$ cat config.mk
export PLATFORM = sky130hd
export DESIGN_NAME = sata_dma_top
export DESIGN_NICKNAME = d
export VERILOG_FILES = /design/src/source/dma_pkg.sv /design/src/source/dma_control.sv /design/src/source/dma_regs.sv /design/src/source/sata_dma_top.sv /design/src/source/width_pack.sv /design/src/source/width_unpack.sv
export VERILOG_INCLUDE_DIRS = /design/src /design/src/include
export SDC_FILE = /design/constraint.sdc
export NUM_CORES = 1
export LEC_CHECK = 0
export BUFFER_PORTS_ARGS = -buffer_cell sky130_fd_sc_hd__buf_2
export CAP_MARGIN = 15
export CORE_MARGIN = 3
export CORE_UTILIZATION = 51
export DETAILED_ROUTE_END_ITERATION = 8
export PLACE_DENSITY = 0.77
export RECOVER_POWER = 25
export SLEW_MARGIN = 0
export SYNTH_ARGS = -nofsm -noshare
export SYNTH_HDL_FRONTEND = slang
export SYNTH_SLANG_ARGS = --single-unit
$ cat constraint.sdc
create_clock -name hclk -period 8.6 [get_ports hclk]
set_input_delay 0.86 -clock hclk [delete_from_list [all_inputs] [get_ports hclk]]
set_output_delay 0.86 -clock hclk [all_outputs]
set_load 0.005 [all_outputs]
$ cat src/include/dma_settings.svh
// dma engine settings
`ifndef DMA_SETTINGS_SVH
`define DMA_SETTINGS_SVH

// data path widths
`define HOST_DW 32              // host port dword
`define MEM_DW 64               // memory word, two dwords
`define REG_AW 3                // register offset
`define REG_DW 32               // register data
`define CNT_W 8                 // sector count field

// sector geometry
`define DWORDS_PER_SECTOR 128   // 512-byte sector
`define ADDR_SHIFT 7            // memory address in 128-byte units

// register map
`define REG_ADDR 3'd0           // memory address, units
`define REG_LBA 3'd1            // disk lba
`define REG_COUNT 3'd2          // sector count
`define REG_CTRL 3'd3           // dir and start
`define REG_STATUS 3'd4         // busy and done, read only

// control register bits
`define CTRL_DIR_BIT 0          // 0 dev to mem, 1 mem to dev
`define CTRL_START_BIT 1        // self clearing

// status register bits
`define STAT_BUSY_BIT 0
`define STAT_DONE_BIT 1         // sticky until next start

`endif

$ cat src/source/dma_pkg.sv
// dma engine shared types
`default_nettype none

`include "dma_settings.svh"

package dma_pkg;

    // transfer direction, matches control register bit
    typedef enum logic {
        DIR_DEV_TO_MEM = 1'b0,  // host_rx -> pack -> mem_wr
        DIR_MEM_TO_DEV = 1'b1   // mem_rd -> unpack -> host_tx
    } dma_dir_t;

    // transfer sequencer
    typedef enum logic [1:0] {
        CTL_IDLE,               // waiting for start
        CTL_ISSUE,              // both commands outstanding
        CTL_XFER,               // data moving
        CTL_DONE                // finish pulse
    } ctl_state_t;

    // register bus request
    typedef struct packed {
        logic                write;     // 1 write, 0 read
        logic [`REG_AW-1:0]  offset;
        logic [`REG_DW-1:0]  wdata;
    } reg_req_t;

    // command to the disk host side
    typedef struct packed {
        dma_dir_t            dir;
        logic [`REG_DW-1:0]  lba;
        logic [`CNT_W-1:0]   count;     // sectors
    } host_cmd_t;

    // command to the memory side
    typedef struct packed {
        dma_dir_t                         dir;
        logic [`REG_DW-`ADDR_SHIFT-1:0]   addr;   // 128-byte units
        logic [`CNT_W+5:0]                words;  // 64-bit words, count x 64
    } mem_cmd_t;

    // register values latched by the sequencer at start
    typedef struct packed {
        dma_dir_t                         dir;
        logic [`REG_DW-`ADDR_SHIFT-1:0]   addr;
        logic [`REG_DW-1:0]               lba;
        logic [`CNT_W-1:0]                count;
    } xfer_cfg_t;

endpackage

`default_nettype wire

$ cat src/source/dma_control.sv
// dma transfer sequencer
`default_nettype none

`include "dma_settings.svh"

module dma_control (
    input  wire                     hclk,
    input  wire                     rst_n,
    input  wire dma_pkg::xfer_cfg_t cfg,
    input  wire                     start,
    output logic                    busy,
    output logic                    finish,
    output dma_pkg::host_cmd_t      host_cmd,
    output logic                    host_cmd_valid,
    input  wire                     host_cmd_ready,
    output dma_pkg::mem_cmd_t       mem_cmd,
    output logic                    mem_cmd_valid,
    input  wire                     mem_cmd_ready,
    output logic                    rx_en,
    output logic                    rd_en,
    input  wire                     mem_wr_fire,
    input  wire                     host_tx_fire
);
    import dma_pkg::*;

    localparam int XW = `CNT_W + 7;  // wide enough for count x 128 dwords
    localparam logic [XW-1:0] DW_PER_SECTOR = XW'(`DWORDS_PER_SECTOR);
    localparam logic [XW-1:0] WD_PER_SECTOR = XW'(`DWORDS_PER_SECTOR * `HOST_DW / `MEM_DW);

    ctl_state_t        state;
    xfer_cfg_t         cfg_q;       // snapshot taken at start
    logic [XW-1:0]     beat_q;      // far-end handshakes so far
    logic [XW-1:0]     count_ext;
    logic [XW-1:0]     host_total;  // dwords on host_tx
    logic [XW-1:0]     mem_total;   // words on mem_wr
    logic [XW-1:0]     total;
    logic              dev_to_mem;
    logic              beat_fire;
    logic              beat_last;
    logic              host_ok;
    logic              mem_ok;

    assign count_ext  = XW'(cfg_q.count);
    assign host_total = count_ext * DW_PER_SECTOR;
    assign mem_total  = count_ext * WD_PER_SECTOR;
    assign dev_to_mem = (cfg_q.dir == DIR_DEV_TO_MEM);
    assign total      = dev_to_mem ? mem_total : host_total;

    // count at the far end of whichever path is active
    assign beat_fire = dev_to_mem ? mem_wr_fire : host_tx_fire;
    assign beat_last = (beat_q == total - 1'b1);

    // command accepted now or earlier
    assign host_ok = ~host_cmd_valid | host_cmd_ready;
    assign mem_ok  = ~mem_cmd_valid | mem_cmd_ready;

    assign host_cmd.dir   = cfg_q.dir;
    assign host_cmd.lba   = cfg_q.lba;
    assign host_cmd.count = cfg_q.count;
    assign mem_cmd.dir    = cfg_q.dir;
    assign mem_cmd.addr   = cfg_q.addr;
    assign mem_cmd.words  = mem_total[XW-2:0];

    assign busy   = (state != CTL_IDLE);
    assign finish = (state == CTL_DONE);
    assign rx_en  = (state == CTL_XFER) & dev_to_mem;
    assign rd_en  = (state == CTL_XFER) & ~dev_to_mem;

    always_ff @(posedge hclk) begin
        if (!rst_n) begin
            state          <= CTL_IDLE;
            host_cmd_valid <= 1'b0;
            mem_cmd_valid  <= 1'b0;
            beat_q         <= '0;
        end else begin
            case (state)
                CTL_IDLE: begin
                    if (start) begin
                        state          <= CTL_ISSUE;
                        host_cmd_valid <= 1'b1;  // both rise together
                        mem_cmd_valid  <= 1'b1;
                        beat_q         <= '0;
                    end
                end
                CTL_ISSUE: begin
                    if (host_cmd_ready)
                        host_cmd_valid <= 1'b0;
                    if (mem_cmd_ready)
                        mem_cmd_valid <= 1'b0;
                    if (host_ok && mem_ok)
                        state <= (total == '0) ? CTL_DONE : CTL_XFER; // zero sectors, no data
                end
                CTL_XFER: begin
                    if (beat_fire) begin
                        beat_q <= beat_q + 1'b1;
                        if (beat_last)
                            state <= CTL_DONE;
                    end
                end
                CTL_DONE: state <= CTL_IDLE;         // finish seen by regs here
                default:  state <= CTL_IDLE;
            endcase
        end
    end

    always_ff @(posedge hclk) begin
        if (state == CTL_IDLE && start)
            cfg_q <= cfg;
    end

endmodule

`default_nettype wire

$ cat src/source/dma_regs.sv
// dma register block
`default_nettype none

`include "dma_settings.svh"

module dma_regs (
    input  wire                    hclk,
    input  wire                    rst_n,
    input  wire dma_pkg::reg_req_t reg_req,
    input  wire                    reg_req_valid,
    output logic                   reg_req_ready,
    output logic [`REG_DW-1:0]     reg_rdata,
    output logic                   reg_rsp_valid,
    input  wire                    reg_rsp_ready,
    output dma_pkg::xfer_cfg_t     cfg,
    output logic                   start,
    input  wire                    busy,
    input  wire                    finish
);
    import dma_pkg::*;

    logic [`REG_DW-`ADDR_SHIFT-1:0] addr_q;  // unit address
    logic [`REG_DW-1:0]             lba_q;
    logic [`CNT_W-1:0]              count_q;
    dma_dir_t                       dir_q;
    logic                           done_q;  // sticky completion
    logic                           rsp_valid_q;
    logic [`REG_DW-1:0]             rdata_q;
    logic [`REG_DW-1:0]             rd_mux;
    logic                           req_fire;
    logic                           ctrl_wr;

    assign reg_req_ready = ~rsp_valid_q;     // one read in flight at most
    assign req_fire      = reg_req_valid & reg_req_ready;
    assign ctrl_wr       = req_fire & reg_req.write & (reg_req.offset == `REG_CTRL);
    assign start         = ctrl_wr & reg_req.wdata[`CTRL_START_BIT] & ~busy;

    // dir written together with start must reach the sequencer on the same edge
    assign cfg.dir   = ctrl_wr ? dma_dir_t'(reg_req.wdata[`CTRL_DIR_BIT]) : dir_q;
    assign cfg.addr  = addr_q;
    assign cfg.lba   = lba_q;
    assign cfg.count = count_q;

    assign reg_rsp_valid = rsp_valid_q;
    assign reg_rdata     = rdata_q;

    always_comb begin
        rd_mux = '0;                         // unused offsets read zero
        case (reg_req.offset)
            `REG_ADDR:   rd_mux[`REG_DW-`ADDR_SHIFT-1:0] = addr_q;
            `REG_LBA:    rd_mux = lba_q;
            `REG_COUNT:  rd_mux[`CNT_W-1:0] = count_q;
            `REG_CTRL:   rd_mux[`CTRL_DIR_BIT] = dir_q; // start reads back 0
            `REG_STATUS: begin
                rd_mux[`STAT_BUSY_BIT] = busy;
                rd_mux[`STAT_DONE_BIT] = done_q;
            end
            default:     rd_mux = '0;
        endcase
    end

    always_ff @(posedge hclk) begin
        if (!rst_n) begin
            addr_q      <= '0;
            lba_q       <= '0;
            count_q     <= '0;
            dir_q       <= DIR_DEV_TO_MEM;
            done_q      <= 1'b0;
            rsp_valid_q <= 1'b0;
        end else begin
            if (req_fire && reg_req.write) begin
                case (reg_req.offset)
                    `REG_ADDR:  addr_q  <= reg_req.wdata[`REG_DW-`ADDR_SHIFT-1:0];
                    `REG_LBA:   lba_q   <= reg_req.wdata;
                    `REG_COUNT: count_q <= reg_req.wdata[`CNT_W-1:0];
                    `REG_CTRL:  dir_q   <= dma_dir_t'(reg_req.wdata[`CTRL_DIR_BIT]);
                    default:    ;                    // status and spare are read only
                endcase
            end
            if (start)
                done_q <= 1'b0;                      // new transfer clears done
            else if (finish)
                done_q <= 1'b1;
            if (req_fire && !reg_req.write)
                rsp_valid_q <= 1'b1;
            else if (reg_rsp_ready)
                rsp_valid_q <= 1'b0;                 // response taken
        end
    end

    // read data, held while the response waits
    always_ff @(posedge hclk) begin
        if (req_fire && !reg_req.write)
            rdata_q <= rd_mux;
    end

endmodule

`default_nettype wire

$ cat src/source/sata_dma_top.sv
// disk to memory dma top level
`default_nettype none

`include "dma_settings.svh"

module sata_dma_top (
    input  wire                    hclk,
    input  wire                    rst_n,
    input  wire dma_pkg::reg_req_t reg_req,
    input  wire                    reg_req_valid,
    output logic                   reg_req_ready,
    output logic [`REG_DW-1:0]     reg_rdata,
    output logic                   reg_rsp_valid,
    input  wire                    reg_rsp_ready,
    output dma_pkg::host_cmd_t     host_cmd,
    output logic                   host_cmd_valid,
    input  wire                    host_cmd_ready,
    output dma_pkg::mem_cmd_t      mem_cmd,
    output logic                   mem_cmd_valid,
    input  wire                    mem_cmd_ready,
    input  wire  [`HOST_DW-1:0]    host_rx_data,
    input  wire                    host_rx_valid,
    output logic                   host_rx_ready,
    output logic [`HOST_DW-1:0]    host_tx_data,
    output logic                   host_tx_valid,
    input  wire                    host_tx_ready,
    output logic [`MEM_DW-1:0]     mem_wr_data,
    output logic                   mem_wr_valid,
    input  wire                    mem_wr_ready,
    input  wire  [`MEM_DW-1:0]     mem_rd_data,
    input  wire                    mem_rd_valid,
    output logic                   mem_rd_ready
);
    import dma_pkg::*;

    xfer_cfg_t cfg;
    logic      start, busy, finish;
    logic      rx_en, rd_en;                    // path enables from sequencer
    logic      pk_in_valid, pk_in_ready, pk_out_valid, pk_out_ready;
    logic      up_in_valid, up_in_ready, up_out_valid, up_out_ready;
    logic      mem_wr_fire, host_tx_fire;

    // device to memory path, closed outside the transfer
    assign pk_in_valid   = host_rx_valid & rx_en;
    assign host_rx_ready = pk_in_ready & rx_en;
    assign mem_wr_valid  = pk_out_valid & rx_en;
    assign pk_out_ready  = mem_wr_ready & rx_en;

    // memory to device path
    assign up_in_valid   = mem_rd_valid & rd_en;
    assign mem_rd_ready  = up_in_ready & rd_en;
    assign host_tx_valid = up_out_valid & rd_en;
    assign up_out_ready  = host_tx_ready & rd_en;

    assign mem_wr_fire  = mem_wr_valid & mem_wr_ready;   // far end, dev to mem
    assign host_tx_fire = host_tx_valid & host_tx_ready; // far end, mem to dev

    dma_regs u_regs (
        .hclk, .rst_n, .reg_req, .reg_req_valid, .reg_req_ready,
        .reg_rdata, .reg_rsp_valid, .reg_rsp_ready,
        .cfg, .start, .busy, .finish
    );

    dma_control u_control (
        .hclk, .rst_n, .cfg, .start, .busy, .finish,
        .host_cmd, .host_cmd_valid, .host_cmd_ready,
        .mem_cmd, .mem_cmd_valid, .mem_cmd_ready,
        .rx_en, .rd_en, .mem_wr_fire, .host_tx_fire
    );

    width_pack u_pack (
        .hclk, .rst_n,
        .in_data  (host_rx_data), .in_valid  (pk_in_valid),  .in_ready  (pk_in_ready),
        .out_data (mem_wr_data),  .out_valid (pk_out_valid), .out_ready (pk_out_ready)
    );

    width_unpack u_unpack (
        .hclk, .rst_n,
        .in_data  (mem_rd_data),  .in_valid  (up_in_valid),  .in_ready  (up_in_ready),
        .out_data (host_tx_data), .out_valid (up_out_valid), .out_ready (up_out_ready)
    );

endmodule

`default_nettype wire

$ cat src/source/width_pack.sv
// 32 to 64 bit packer
`default_nettype none

`include "dma_settings.svh"

module width_pack (
    input  wire                  hclk,
    input  wire                  rst_n,
    input  wire  [`HOST_DW-1:0]  in_data,
    input  wire                  in_valid,
    output logic                 in_ready,
    output logic [`MEM_DW-1:0]   out_data,
    output logic                 out_valid,
    input  wire                  out_ready
);

    logic [`HOST_DW-1:0] lo_q;       // first dword of the pair
    logic                phase_q;    // 1 once low half is held
    logic [`MEM_DW-1:0]  buf_q;      // output word
    logic                buf_full_q;
    logic                in_fire;
    logic                out_fire;
    logic                load;

    // stall only when the buffer is full and not draining
    assign in_ready  = ~buf_full_q | out_ready;
    assign in_fire   = in_valid & in_ready;
    assign out_fire  = buf_full_q & out_ready;
    assign load      = in_fire & phase_q;     // second dword completes a word
    assign out_valid = buf_full_q;
    assign out_data  = buf_q;

    always_ff @(posedge hclk) begin
        if (!rst_n) begin
            phase_q    <= 1'b0;
            buf_full_q <= 1'b0;
        end else begin
            if (in_fire)
                phase_q <= ~phase_q;
            if (load)
                buf_full_q <= 1'b1;           // refill wins over drain
            else if (out_fire)
                buf_full_q <= 1'b0;
        end
    end

    always_ff @(posedge hclk) begin
        if (in_fire && !phase_q)
            lo_q <= in_data;
        if (load)
            buf_q <= {in_data, lo_q};         // first dword in low half
    end

endmodule

`default_nettype wire

$ cat src/source/width_unpack.sv
// 64 to 32 bit unpacker
`default_nettype none

`include "dma_settings.svh"

module width_unpack (
    input  wire                  hclk,
    input  wire                  rst_n,
    input  wire  [`MEM_DW-1:0]   in_data,
    input  wire                  in_valid,
    output logic                 in_ready,
    output logic [`HOST_DW-1:0]  out_data,
    output logic                 out_valid,
    input  wire                  out_ready
);

    logic [`MEM_DW-1:0] word_q;     // current memory word
    logic               full_q;     // word held
    logic               half_q;     // 0 low dword next, 1 high
    logic               in_fire;
    logic               out_fire;

    assign in_ready  = ~full_q;      // next word only once emptied
    assign in_fire   = in_valid & in_ready;
    assign out_fire  = full_q & out_ready;
    assign out_valid = full_q;
    assign out_data  = half_q ? word_q[`MEM_DW-1:`HOST_DW] : word_q[`HOST_DW-1:0];

    always_ff @(posedge hclk) begin
        if (!rst_n) begin
            full_q <= 1'b0;
            half_q <= 1'b0;
        end else if (in_fire) begin
            full_q <= 1'b1;
            half_q <= 1'b0;          // low half first
        end else if (out_fire) begin
            half_q <= ~half_q;
            if (half_q)
                full_q <= 1'b0;      // high dword gone
        end
    end

    always_ff @(posedge hclk) begin
        if (in_fire)
            word_q <= in_data;
    end

endmodule

`default_nettype wire

==> flow_results.org <==
** Floorplanning
- The die covers 0.0274 mm2.
- Starting density of the core :: 0.527
- Row generation in the floorplan step produced 57 rows.
- Die extent in x :: 166 um
- Pin placement for this block handled 359 I/O pins.
- The floorplan step set the die height to 166 um.
- The total area inside the core boundary comes to 0.0247 mm2.

** Power
- Summed over all cells, the static leakage comes to 6.30 nW.
- Proportion of power drawn by the clock network :: 0.439
- Part of the total power dissipated in sequential elements :: 0.511
- Power density cells :: 224 mW/mm2
- Share of total power consumed by net switching :: 0.208
- Portion of total power attributed to combinational logic :: 0.050
- Maximum ir drop on the vdd rail :: 0.174 mV
- Cell internal power was estimated by the tool at 2.88 mW.
- For this design the total switching power over the nets is 0.756 mW.

** Layout
- Filler cells :: 1828
- Summing all non-filler instances in the final layout gives an area of 0.0163 mm2.
- The finished layout holds 1606 standard cells, fillers aside.
- Proportion of layout cells with a drive suffix above 1 :: 0.350
- Leading cell type in the layout, fill and taps excluded :: sky130_fd_sc_hd__buf_2
- In the layout the commonest cells are sky130_fd_sc_hd__buf_2, sky130_fd_sc_hd__edfxtp_1, sky130_fd_sc_hd__nand2_1, sky130_fd_sc_hd__dfxtp_1, sky130_fd_sc_hd__a21boi_0.
- Nets :: 1400
- Synthesis-to-finish area growth :: 25.0%

** Global routing
- The first global-routing pass estimated 46600 um of wire.
- Total global routing overflow :: 0
- Number of global-route vias before repair :: 8381
- Entering global routing, the biggest net connects 83 pins.
- Total Routing Usage GR :: 0.214
- The initial antenna violation count was 3.

** Route
- Final WL :: 30200 um
- DR WL/cell :: 18.8 um
- For this run, design rule violations remaining after detail routing come to 0.
- The detailed router finished its first iteration with 730 violations.
- Once detail routing completed, the nets flagged for antenna violations numbered 0.
- Vias per std cell :: 5.19
- Summing over every cut layer, the via total after detailed routing is 8335.
- Iteration count of the initial detailed-routing pass :: 5

** Timing
- Final max-slew violation count :: 0
- Adding up every negative setup slack in the final design gives 0 ns.
- Peak clock frequency supported by timing :: 292 MHz
- Tightest slew margin relative to the limit :: 0.304
- Post-layout min period :: 3.42 ns
- Final setup violating endpoints :: 0
- Actual slew at the worst max-slew pin :: 1.04 ns
- After layout, the worst setup slack is 5.18 ns.
- The count of endpoints failing hold in the final timing report is 0.
- In the finished design, the share of the clock period the worst path needs comes to 0.398.
- Between clock sinks in the finished design, the worst skew comes to 0.0195 ns.
- Across all hold checks on the routed design, the worst slack comes to 0.416 ns.
- Setup repair after global routing left no endpoint under its margin.

** Hold path
- The worst hold path belongs to the class reg2reg.
- Along the worst hold path, the cell count comes to 0.
- Worst Min Path Start :: u_pack.lo_q[15]$_DFFE_PP_
- Hold Path End :: u_pack.out_data[15]$_DFFE_PP_

** Worst setup path
- STA classifies the critical path startpoint as an input port.
- Worst reg-to-reg setup slack :: 5.20 ns
- Required time worst endpoint :: 9.00 ns
- Critical path data arrival time :: 3.81 ns
- Counting cells, the worst reg-to-reg path comes to 11.
- Critical-path maximum fanout :: 68
- STA classifies the critical path endpoint as a flip-flop.
- By startpoint and endpoint, the worst setup path is classified as in2reg.
- Worst setup startpoint :: reg_req[35]
- Startpoint of the worst-slack reg-to-reg timing path :: u_regs.reg_rsp_valid$_SDFFE_PN0P_
- Critical register-to-register path endpoint :: u_control.beat_q[14]$_SDFFE_PN0P_

** Placement
- At the placement stage, the worst setup path has a slack of 4.60 ns.
- The placed instances occupy a cell area of 0.0150 mm2.
- Last weighted congestion value of the routability-driven placer :: 0.829
- Input and output buffers added on the ports amount to 352.
- The number of placed instances, taps included, is 1537.
- The HPWL after detailed placement is 20500 um.

** CTS
- TritonCTS clock tree :: built
- Post-CTS repair changed the size of 0 cells.
- Counting along the longest clock path gives a buffer depth of 3.
- Buffers inserted to repair hold after CTS numbered 0.
- After clock tree synthesis, the clock-pin slew on the worst setup and hold paths is 0.06 ns.
- Buffers inserted during clock tree synthesis total 37.
- Clock tree synthesis selected as its root buffer the cell sky130_fd_sc_hd__clkbuf_16.
- Count of clock tree sinks :: 349
- The clock tree synthesis step divided the H-tree into 2 levels.
- Number of setup buffers added after CTS :: 0
- Source-to-sink clock delay at the later pin of the worst-skew pair :: 0.52 ns

** Synthesis
- Share of synthesized area occupied by flip-flops and latches :: 0.736
- Area of the mapped netlist :: 0.0130 mm2
- Share of Yosys cell area claimed by the top area cell type :: 0.596
- Of all flip-flops after synthesis, the portion carrying an async set or reset was 0.
- Post-synth top area cell :: sky130_fd_sc_hd__edfxtp_1
- The synthesized netlist contains 57 unique library cells.
- Total number of yosys warnings :: 0
- Count of flip-flops with a built-in enable after synthesis :: 258
- Counting flops and latches in the post-synthesis netlist gives 349.
- After synthesis, the cell types taking the most area are sky130_fd_sc_hd__edfxtp_1, sky130_fd_sc_hd__dfxtp_1, sky130_fd_sc_hd__nand2_1.
- Most used DFF post-synth :: sky130_fd_sc_hd__edfxtp_1
- Number of instances in the synthesized netlist :: 902
- Mapped Avg Cell Area :: 14.4 um2

** Status
- Status :: finished clean

** Job
- Across the run, the number of max-cap violations was 0.
## Yosys cell counts (all sizes together) (2+ instances only)
cell and number:
edfxtp 258, nand2 138, dfxtp 91, a21boi 60, nor2 42, clkbuf 37
mux2 34, mux2i 22, nor2b 22, buf 21, a22o 18, and2 12
xnor2 12, xor2 12, and3 11, inv 11, a21oi 10, nor3 10
o21ai 10, nand3 9, ha 6, nand2b 6, nand3b 4, a211oi 3
a31oi 3, nor3b 3, nor4 3, o211ai 3, or3 3, a2111oi 2
a22oi 2, a32oi 2, nand4 2, o21a 2
## sequential cells by signal, indices dropped and copies added (netlist names)
signal,count
u_control.state,2
u_control.mem_cmd,25
u_control.mem_cmd_valid,1
u_regs.reg_rsp_valid,1
u_regs.done_q,1
u_regs.dir_q,1
u_control.beat_q,15
u_regs.lba_q,32
u_unpack.half_q,1
u_unpack.word_q,64
u_control.host_cmd,41
u_unpack.out_valid,1
u_regs.count_q,8
u_pack.lo_q,32
u_regs.reg_rdata,32
u_control.host_cmd_valid,1
u_pack.out_valid,1
u_pack.phase_q,1
u_pack.out_data,64
u_regs.addr_q,25
## cells by family after synthesis
logic type	Yosys count	share of synthesized area
AO/OA/AOI/OAI	125	0.0717
XOR/XNOR	24	0.0162
adder cells (fa/ha/maj)	6	0.00577
buffers and inverters	69	0.0251
flip-flops	349	0.736
multiplexers	57	0.0481
other	1	0.000288
AND/OR/NAND/NOR	271	0.0970
## per-stage QoR
stage,total power [mW],utilization
floorplan,1.99,-
global placement,2.07,0.609
detailed placement,2.08,0.609
CTS,3.67,0.660
global route,3.77,0.659
finish,3.64,0.659
## worst max-delay path: stages
cell	delay (ns)
sky130_fd_sc_hd__buf_2	0.10
sky130_fd_sc_hd__and3_1	0.31
sky130_fd_sc_hd__and4b_1	0.27
sky130_fd_sc_hd__nand3_1	0.13
sky130_fd_sc_hd__inv_2	0.07
sky130_fd_sc_hd__buf_4	0.68
sky130_fd_sc_hd__o21ai_1	0.44
sky130_fd_sc_hd__nor3_1	0.55
sky130_fd_sc_hd__nand3_1	0.16
sky130_fd_sc_hd__xor2_1	0.18
sky130_fd_sc_hd__nor2_1	0.06
## area by class of cell
type                       instances  area [um2]  share of cell area
clock inverter                    18         223              0.0137
tap                              324         405              0.0249
sequential                       349        9570               0.589
antenna                            1        2.50            0.000154
multi-input combinational        489        3160               0.195
inverter                          11        41.3             0.00254
clock buffer                      50        1030              0.0631
timing repair buffer             364        1830               0.112
## metal layers
layer	wire length (um)	vias up	global-route usage	part of all wire
li1	-	3960	-	-
met1	11500	3958	0.263	0.38
met2	15300	347	0.371	0.51
met3	2430	66	0.0524	0.080
met4	888	4	0.0738	0.029
met5	21	-	0	0.00070
## worst max-delay path by stage
stage / to / slack [ns] / cells past startpoint
2_1_floorplan: u_unpack.word_q[0]$_DFFE_PP_ / 3.90 / 5
3_3_place_gp: u_control.beat_q[13]$_SDFFE_PN0P_ / 4.75 / 11
3_5_place_dp: u_control.beat_q[14]$_SDFFE_PN0P_ / 4.60 / 11
4_1_cts: u_control.beat_q[14]$_SDFFE_PN0P_ / 5.12 / 11
5_1_grt: u_control.beat_q[11]$_SDFFE_PN0P_ / 4.80 / 11
6_report: u_control.beat_q[14]$_SDFFE_PN0P_ / 5.18 / 11
## power by group through the flow
stage	clock, mW	combinational, mW	sequential [mW]
floorplan	0	0.101	1.89
global placement	0	0.179	1.89
detailed placement	0	0.184	1.89
CTS	1.62	0.187	1.86
global route	1.70	0.205	1.86
finish	1.60	0.183	1.86
No activity file was read; power rests on OpenSTA's default activity.
